$ cat config.mk
export PLATFORM = sky130hd
export DESIGN_NAME = core_top
export DESIGN_NICKNAME = d
export VERILOG_FILES = /design/src/design/core_pkg.sv /design/src/design/reg_file.sv /design/src/design/fetch_stage.sv /design/src/design/decode_stage.sv /design/src/design/execute_stage.sv /design/src/design/writeback_stage.sv /design/src/design/core_top.sv
export SDC_FILE = /design/constraint.sdc
export NUM_CORES = 2
export LEC_CHECK = 0
export BUFFER_PORTS_ARGS = -buffer_cell sky130_fd_sc_hd__buf_2
export CORE_MARGIN = 4
export CORE_UTILIZATION = 25
export DETAILED_ROUTE_END_ITERATION = 8
export PLACE_DENSITY = 0.45
export SKIP_LAST_GASP = 1
export SLEW_MARGIN = 10
export SYNTH_ARGS = -nofsm -noshare
export SYNTH_HDL_FRONTEND = slang
export SYNTH_SLANG_ARGS = --single-unit
$ cat constraint.sdc
create_clock -name clk -period 4.75 [get_ports clk]
set_clock_uncertainty 0.2 [all_clocks]
set_input_delay 0.7125 -clock clk [delete_from_list [all_inputs] [get_ports clk]]
set_output_delay 0.7125 -clock clk [all_outputs]
set_load 0.02 [all_outputs]
$ cat src/design/core_pkg.sv
`default_nettype none

package core_pkg;

    typedef logic [31:0] word_t;
    typedef logic [4:0]  reg_idx_t;

    typedef enum logic [5:0] {
        OP_NOP  = 6'h00,
        OP_ADD  = 6'h01,
        OP_SUB  = 6'h02,
        OP_AND  = 6'h03,
        OP_OR   = 6'h04,
        OP_XOR  = 6'h05,
        OP_ADDI = 6'h06,
        OP_LUI  = 6'h07,
        OP_BEQ  = 6'h08,
        OP_BNE  = 6'h09
    } opcode_t;

    // Single format. rk is imm[15:11].
    typedef struct packed {
        opcode_t     opcode;
        reg_idx_t    rd;
        reg_idx_t    rj;
        logic [15:0] imm;
    } instr_t;

    typedef struct packed {
        logic  valid;
        word_t pc;
        word_t inst;
    } fetch_decode_pass_t;

    typedef struct packed {
        logic     valid;
        word_t    pc;
        word_t    inst;
        opcode_t  opcode;
        reg_idx_t rd;
        word_t    op_a;
        word_t    op_b;
        word_t    imm;      // Sign-extended.
    } decode_execute_pass_t;

    typedef struct packed {
        logic     valid;
        word_t    pc;
        word_t    inst;
        logic     we;
        reg_idx_t rd;
        word_t    result;
    } execute_writeback_pass_t;

    typedef struct packed {
        logic     valid;
        reg_idx_t rd;
        word_t    data;
    } forward_req_t;

    typedef struct packed {
        logic  valid;
        word_t target;
    } redirect_req_t;

    // Trace record of one retired instruction.
    typedef struct packed {
        word_t    pc;
        word_t    inst;
        logic     we;
        reg_idx_t wnum;
        word_t    wdata;
    } retire_t;

endpackage

`default_nettype wire

$ cat src/design/reg_file.sv
`timescale 1ns/1ns
`default_nettype none

module reg_file import core_pkg::*; (
    input  logic     clk,
    input  logic     rst_n,
    input  reg_idx_t rj,
    input  reg_idx_t rk,
    output word_t    rj_data,
    output word_t    rk_data,
    input  logic     we,
    input  reg_idx_t rd,
    input  word_t    rd_data
);

    word_t regs [32];
    logic  wr_live;

    assign wr_live = we && (rd != '0);

    always_ff @(posedge clk) begin
        if (!rst_n) begin
            for (int i = 0; i < 32; i++) begin
                regs[i] <= '0;
            end
        end else if (wr_live) begin
            regs[rd] <= rd_data;
        end
    end

    // Same-cycle write wins over the stored word.
    assign rj_data = (rj == '0) ? '0 : (wr_live && rd == rj) ? rd_data : regs[rj];
    assign rk_data = (rk == '0) ? '0 : (wr_live && rd == rk) ? rd_data : regs[rk];

endmodule

`default_nettype wire

$ cat src/design/fetch_stage.sv
`timescale 1ns/1ns
`default_nettype none

module fetch_stage import core_pkg::*; #(
    parameter word_t reset_pc = '0
) (
    input  logic               clk,
    input  logic               rst_n,
    input  redirect_req_t      redirect,
    input  logic               flush,
    input  logic               next_rdy,
    output logic               imem_req,
    output word_t              imem_addr,
    input  logic               imem_valid,
    input  word_t              imem_data,
    output fetch_decode_pass_t pass_out
);

    logic  running;     // Low until the first edge out of reset.
    logic  pending;     // One request in flight.
    logic  drop;        // Its response is stale.
    logic  held_valid;
    word_t held_inst;
    word_t pc_q;
    word_t next_pc;
    logic  resp_ok;
    logic  accept;
    logic  slot_free;

    assign resp_ok   = imem_valid && pending && !drop;
    assign accept    = pass_out.valid && next_rdy;
    assign slot_free = !(held_valid || resp_ok) || accept || flush;

    assign pass_out.valid = (held_valid || resp_ok) && !flush;
    assign pass_out.pc    = pc_q;
    assign pass_out.inst  = held_valid ? held_inst : imem_data;

    assign next_pc   = redirect.valid ? redirect.target : accept ? pc_q + 32'd4 : pc_q;
    assign imem_addr = next_pc;
    assign imem_req  = running && (!pending || imem_valid) && slot_free;

    always_ff @(posedge clk) begin
        if (!rst_n) begin
            running    <= 1'b0;
            pending    <= 1'b0;
            drop       <= 1'b0;
            held_valid <= 1'b0;
            pc_q       <= reset_pc;
        end else begin
            running    <= 1'b1;
            pc_q       <= next_pc;
            held_valid <= pass_out.valid && !next_rdy;
            if (imem_req) begin
                pending <= 1'b1;
            end else if (imem_valid) begin
                pending <= 1'b0;
            end
            if (imem_req || imem_valid) begin
                drop <= 1'b0;
            end else if (redirect.valid && pending) begin
                drop <= 1'b1;   // Old response still owed.
            end
        end
    end

    always_ff @(posedge clk) begin
        if (resp_ok) begin
            held_inst <= imem_data;
        end
    end

endmodule

`default_nettype wire

$ cat src/design/decode_stage.sv
`timescale 1ns/1ns
`default_nettype none

module decode_stage import core_pkg::*; (
    input  logic                 clk,
    input  logic                 rst_n,
    input  logic                 flush,
    input  logic                 next_rdy,
    output logic                 rdy,
    input  fetch_decode_pass_t   pass_in,
    output reg_idx_t             rj,
    output reg_idx_t             rk,
    input  word_t                rj_data,
    input  word_t                rk_data,
    input  forward_req_t         ex_fwd,
    input  forward_req_t         wb_fwd,
    output decode_execute_pass_t pass_out
);

    fetch_decode_pass_t in_q;
    instr_t             inst;
    opcode_t            op;

    assign rdy = !in_q.valid || next_rdy;

    always_ff @(posedge clk) begin
        if (!rst_n) begin
            in_q.valid <= 1'b0;
        end else if (flush) begin
            in_q.valid <= 1'b0;
        end else if (rdy) begin
            in_q <= pass_in;
        end
    end

    // ******************************
    // Fields and operands
    // ******************************

    assign inst = instr_t'(in_q.inst);
    assign rj   = inst.rj;
    assign rk   = inst.imm[15:11];

    always_comb begin
        case (inst.opcode)
            OP_ADD, OP_SUB, OP_AND, OP_OR, OP_XOR,
            OP_ADDI, OP_LUI, OP_BEQ, OP_BNE: op = inst.opcode;
            default:                         op = OP_NOP;
        endcase
    end

    // Younger producer first.
    function automatic word_t select_operand(input reg_idx_t idx, input word_t rf_data,
                                             input forward_req_t ex, input forward_req_t wb);
        word_t value;
        if (ex.valid && ex.rd == idx) begin
            value = ex.data;
        end else if (wb.valid && wb.rd == idx) begin
            value = wb.data;
        end else begin
            value = rf_data;
        end
        return value;
    endfunction

    assign pass_out.valid  = in_q.valid && !flush;  // Wrong-path slot dies here.
    assign pass_out.pc     = in_q.pc;
    assign pass_out.inst   = in_q.inst;
    assign pass_out.opcode = op;
    assign pass_out.rd     = inst.rd;
    assign pass_out.op_a   = select_operand(rj, rj_data, ex_fwd, wb_fwd);
    assign pass_out.op_b   = select_operand(rk, rk_data, ex_fwd, wb_fwd);
    assign pass_out.imm    = {{16{inst.imm[15]}}, inst.imm};

endmodule

`default_nettype wire

$ cat src/design/execute_stage.sv
`timescale 1ns/1ns
`default_nettype none

module execute_stage import core_pkg::*; (
    input  logic                    clk,
    input  logic                    rst_n,
    input  logic                    next_rdy,
    output logic                    rdy,
    input  decode_execute_pass_t    pass_in,
    output forward_req_t            fwd,
    output redirect_req_t           redirect,
    output execute_writeback_pass_t pass_out
);

    decode_execute_pass_t in_q;
    word_t                result;
    logic                 writes;
    logic                 we;
    logic                 taken;

    assign rdy = !in_q.valid || next_rdy;

    always_ff @(posedge clk) begin
        if (!rst_n) begin
            in_q.valid <= 1'b0;
        end else if (rdy) begin
            in_q <= pass_in;
        end
    end

    // ******************************
    // ALU and branch
    // ******************************

    always_comb begin
        case (in_q.opcode)
            OP_ADD:  result = in_q.op_a + in_q.op_b;
            OP_SUB:  result = in_q.op_a - in_q.op_b;
            OP_AND:  result = in_q.op_a & in_q.op_b;
            OP_OR:   result = in_q.op_a | in_q.op_b;
            OP_XOR:  result = in_q.op_a ^ in_q.op_b;
            OP_ADDI: result = in_q.op_a + in_q.imm;
            OP_LUI:  result = {in_q.imm[15:0], 16'h0000};
            default: result = '0;
        endcase
    end

    assign writes = in_q.opcode inside {OP_ADD, OP_SUB, OP_AND, OP_OR, OP_XOR, OP_ADDI, OP_LUI};
    assign we     = writes && (in_q.rd != '0);   // r0 never written.

    assign taken = (in_q.opcode == OP_BEQ && in_q.op_a == in_q.op_b)
                || (in_q.opcode == OP_BNE && in_q.op_a != in_q.op_b);

    // One pulse per branch, on the cycle it moves on.
    assign redirect.valid  = in_q.valid && taken && next_rdy;
    assign redirect.target = in_q.pc + {in_q.imm[29:0], 2'b00};

    assign fwd.valid = in_q.valid && we;
    assign fwd.rd    = in_q.rd;
    assign fwd.data  = result;

    assign pass_out.valid  = in_q.valid;
    assign pass_out.pc     = in_q.pc;
    assign pass_out.inst   = in_q.inst;
    assign pass_out.we     = we;
    assign pass_out.rd     = in_q.rd;
    assign pass_out.result = result;

endmodule

`default_nettype wire

$ cat src/design/writeback_stage.sv
`timescale 1ns/1ns
`default_nettype none

module writeback_stage import core_pkg::*; (
    input  logic                    clk,
    input  logic                    rst_n,
    output logic                    rdy,
    input  execute_writeback_pass_t pass_in,
    output logic                    reg_we,
    output reg_idx_t                reg_rd,
    output word_t                   reg_data,
    output forward_req_t            fwd,
    output logic                    retire_valid,
    output retire_t                 retire
);

    execute_writeback_pass_t in_q;

    assign rdy = 1'b1;  // Last stage always drains.

    always_ff @(posedge clk) begin
        if (!rst_n) begin
            in_q.valid <= 1'b0;
        end else if (rdy) begin
            in_q <= pass_in;
        end
    end

    assign reg_we   = in_q.valid && in_q.we && (in_q.rd != '0);
    assign reg_rd   = in_q.rd;
    assign reg_data = in_q.result;

    assign fwd.valid = reg_we;
    assign fwd.rd    = in_q.rd;
    assign fwd.data  = in_q.result;

    // Trace.
    assign retire_valid = in_q.valid;
    assign retire.pc    = in_q.pc;
    assign retire.inst  = in_q.inst;
    assign retire.we    = reg_we;
    assign retire.wnum  = in_q.rd;
    assign retire.wdata = in_q.result;

endmodule

`default_nettype wire

$ cat src/design/core_top.sv
`timescale 1ns/1ns
`default_nettype none

module core_top import core_pkg::*; #(
    parameter word_t reset_pc = '0
) (
    input  logic    clk,
    input  logic    rst_n,
    output logic    imem_req,
    output word_t   imem_addr,
    input  logic    imem_valid,
    input  word_t   imem_data,
    output logic    retire_valid,
    output retire_t retire
);

    fetch_decode_pass_t      pass_if;
    decode_execute_pass_t    pass_id;
    execute_writeback_pass_t pass_ex;

    logic id_rdy, ex_rdy, wb_rdy;
    logic flush_if, flush_id;

    forward_req_t  ex_fwd, wb_fwd;
    redirect_req_t redirect;

    reg_idx_t rj, rk, rd;
    word_t    rj_data, rk_data, rd_data;
    logic     reg_we;

    // Branch miss kills everything younger than execute.
    assign flush_if = redirect.valid;
    assign flush_id = redirect.valid;

    reg_file u_reg_file (
        .clk, .rst_n,
        .rj, .rk, .rj_data, .rk_data,
        .we(reg_we), .rd, .rd_data
    );

    fetch_stage #(.reset_pc(reset_pc)) u_fetch (
        .clk, .rst_n,
        .redirect,
        .flush(flush_if),
        .next_rdy(id_rdy),
        .imem_req, .imem_addr, .imem_valid, .imem_data,
        .pass_out(pass_if)
    );

    decode_stage u_decode (
        .clk, .rst_n,
        .flush(flush_id),
        .next_rdy(ex_rdy),
        .rdy(id_rdy),
        .pass_in(pass_if),
        .rj, .rk, .rj_data, .rk_data,
        .ex_fwd, .wb_fwd,
        .pass_out(pass_id)
    );

    execute_stage u_execute (
        .clk, .rst_n,
        .next_rdy(wb_rdy),
        .rdy(ex_rdy),
        .pass_in(pass_id),
        .fwd(ex_fwd),
        .redirect,
        .pass_out(pass_ex)
    );

    writeback_stage u_writeback (
        .clk, .rst_n,
        .rdy(wb_rdy),
        .pass_in(pass_ex),
        .reg_we, .reg_rd(rd), .reg_data(rd_data),
        .fwd(wb_fwd),
        .retire_valid, .retire
    );

endmodule

`default_nettype wire

==> key figures <==
Clock tree
  • Clk buf depth: 3
  • Clock buffer count from CTS: 162
  • Root buf cell: clkbuf_16
  • Latest clock arrival within the worst-skew pair: 0.81 ns
  • CTS tree: done
  • H-tree levels: 4
  • CTS Sinks: 1367
  • Clock transition at path regs: 0.06 ns

Setup path
  • CP startpoint kind: flop
  • Crit path DAT: 3.92 ns
  • WP data required: 3.84 ns
  • Crit path from: u_execute.in_q[73]
  • CP max FO: 8
  • Critical path type: flop to output pin
  • Reg2Reg Depth: 15
  • CP endpoint kind: output pin
  • R2R Path Start: u_execute.in_q[104]

Power and ir drop
  • Switching pwr: 9.03 mW
  • Gate power share: 0.177
  • Switching fraction of total power: 0.283
  • Flop pwr share: 0.446
  • Worst vdd ir: 355 uV
  • Pwr/cell area: 359 nW/um2
  • Clock power frac: 0.377
  • Pleak: 31.7 nW
  • P_int: 22.9 mW

Synth
  • Seq cells post-synth: 1367
  • Number of flops mapped to enable cells by yosys: 1319
  • Async set-or-reset flop fraction in the synthesized netlist: 0
  • Synth Area in Simple Gates: 0.119
  • Main combinational cell family by area after synthesis: multiplexers
  • Sequential fraction of the synthesis area: 0.539
  • Compound-cell area share of the yosys netlist: 0.0543
  • YS warnings: 0
  • Post-Synth XOR/XNOR Area: 0.0113
  • Netlist Area Pre-Place: 75300 um2
  • Post-synthesis mux area share: 0.207
  • Syn_area_per_cell: 14.5 um2
  • Ys flop type: edfxtp_1
  • Synth cell types: 81
  • Post-synthesis adder-cell area fraction: 0.0279
  • Mapped Cells: 5189

Outcome
  • Failing checks: setup timing
  • Status: finished with violations

Layout
  • Synthesis-to-finish area growth: 17.9%
  • Nets@finish: 5580
  • Fraction of layout cells with a size suffix above 1: 0.302
  • Commonest non-fill, non-tap cells in the layout: edfxtp_1 (1319), and2_1 (1024), mux4_2 (640), buf_4 (276), clkbuf_16 (165)
  • Register area: 40600 um2
  • Fillers: 29800
  • Final std cells w/o fill: 9468
  • Area of the multi-input gates: 33100 um2
  • Commonest non-fill, non-tap cell in the layout: edfxtp_1

Global routing
  • Remaining Overflow, GRT: 0
  • Vias in the first global route: 48500
  • Largest net degree at the start of global routing: 85
  • First-pass GRT wire length: 381000 um
  • Initial antenna violation count: 19
  • Gr usage total: 0.172

Die
  • Initial Util: 0.251
  • Die Y: 557 um
  • Io pins: 171
  • Total core area: 300000 um2
  • # rows: 201
  • Die Wd: 557 um
  • Die area: 310000 um2

Routing
  • TritonRoute pass-1 iters: 6
  • Antenna Nets Post-Route: 0
  • Vias per cell: 5.02
  • Drt drc: 0
  • Vias: 47600
  • Final wirelength: 273000 um
  • Starting DRC count in detailed routing: 4851
  • WL per Instance: 28.8 um

Timing
  • Final hold violation count: 0
  • WHS: 0.196 ns
  • Worst-margin pin slew: 1.25 ns
  • Unrepaired setup endpoints after global routing: yes
  • Final WS setup: -0.0801 ns
  • Final setup viols: 8
  • Time the worst path needs with I/O delays and setup: 4.83 ns
  • Rel. slew slack: 0.164
  • Max-slew violations: 0
  • Max Freq: 207 MHz
  • Period utilisation layout: 1.02

Placement
  • DP HPWL: 177000 um
  • Placed instance count: 9054
  • I/O Buffers: 170
  • Final Wtd Congestion: 0.869

Run
  • Max Cap Viol: 0

Worst hold path
  • Min-Delay Path Class: flop to flop
  • Worst hold path depth: 0
  • Hold path start: u_decode.pass_out[145]
==> cell type report <==
type                            instances  share of cell area
Clock buffer                          210              0.0487
Multi-Input combinational cell       3180               0.373
Inverter                              132             0.00558
Tap cell                             3958              0.0558
Sequential cell                      1367               0.458
Antenna cell                           10            0.000282
Clock inverter                         75             0.00766
Timing Repair Buffer                  536              0.0517
==> routing by layer <==
metal,share of wire,global-route usage
met1,0.43,0.230
met2,0.49,0.289
met3,0.060,0.0289
met4,0.025,0.0426
met5,0,0
==> timing repair <==
item,CTS,global route
buffers inserted,51,28
cloned,4,2
endpoints found under the hold margin,44,0
setup endpoints to repair,41,49
pin swaps,21,23
gates resized for setup,120,107
hold buffers,34,0
==> final timing paths <==
path                                 end  slack, ns
setup / recovery           imem_addr[28]      -0.08
hold / removal    u_execute.pass_out[76]       0.20
setup reg to reg      u_execute.in_q[93]       0.24
hold reg to reg   u_execute.pass_out[76]       0.20
==> cells by family after synthesis <==
kind of cell               after synthesis
AOI/OAI and AO/OA                      601
adders and majority gates              166
DFF                                   1367
muxes                                  747
other                                    1
buffers and inverters                  676
xor gates and xnor gates                97
and+or+nand+nor                       1534
==> metrics by stage <==
| step | cell area, um2 | setup TNS (ns) | total power [mW] | setup WS [ns] | util |
|---|---|---|---|---|---|
| after global placement | 81700 | -0.0262 | 19.8 | -0.0112 | 0.273 |
| after global routing | 88700 | -3.64 | 33.1 | -0.248 | 0.296 |
| after CTS | 88000 | -0.880 | 32.1 | -0.139 | 0.294 |
| final | 88700 | -0.297 | 31.9 | -0.0801 | 0.296 |
| after floorplan | 75400 | 0 | 17.7 | 0.0787 | - |
| after detailed placement | 81700 | -0.205 | 19.8 | -0.0867 | 0.273 |
==> flip-flops by register name, indices dropped and copies added, names as in the netlist, 4 cells and up, named ones only <==
name	cells
u_decode.inst	32
u_decode.pass_out	32
u_execute.in_q	85
u_execute.pass_out	50
u_fetch.pc_q	32
u_reg_file.regs	1024
u_writeback.reg_data	32
u_writeback.reg_rd	4
u_writeback.retire	60
==> power by group through the flow <==
stage	combinational [mW]	sequential [mW]	clock, mW
after floorplan	3.48	14.2	0
after global placement	5.29	14.5	0
after detailed placement	5.28	14.5	0
after CTS	5.52	14.2	12.3
after global routing	5.98	14.3	12.8
final	5.63	14.2	12.0
==> worst max-delay path, stage by stage, from the launching register on <==
cell,delay (ns)
edfxtp_1,0.42
inv_2,0.09
ha_4,0.22
or4_4,0.54
nor3_4,0.24
nand4b_1,0.25
xnor2_2,0.37
nor2_4,0.07
buf_12,0.16
and3_4,0.18
a211oi_4,0.22
o211a_1,0.21
buf_6,0.12
==> cell usage after synthesis, types with 38 or more instances <==
master | count | area share
nor3_1 | 42 | 0.0028
dfxtp_1 | 48 | 0.013
clkbuf_1 | 328 | 0.016
a21oi_1 | 156 | 0.010
edfxtp_1 | 1319 | 0.53
o21ai_0 | 99 | 0.0066
mux2_2 | 90 | 0.013
xor2_1 | 38 | 0.0044
a221oi_1 | 71 | 0.0083
buf_4 | 126 | 0.013
ha_1 | 163 | 0.027
inv_1 | 132 | 0.0066
buf_2 | 60 | 0.0040
nor2_1 | 145 | 0.0072
nand3_1 | 48 | 0.0032
a21o_1 | 48 | 0.0048
xnor2_1 | 59 | 0.0069
mux4_2 | 640 | 0.19
and2_1 | 1025 | 0.085
nand2_1 | 116 | 0.0058
Note: power is estimated with default switching activity, not from simulation.
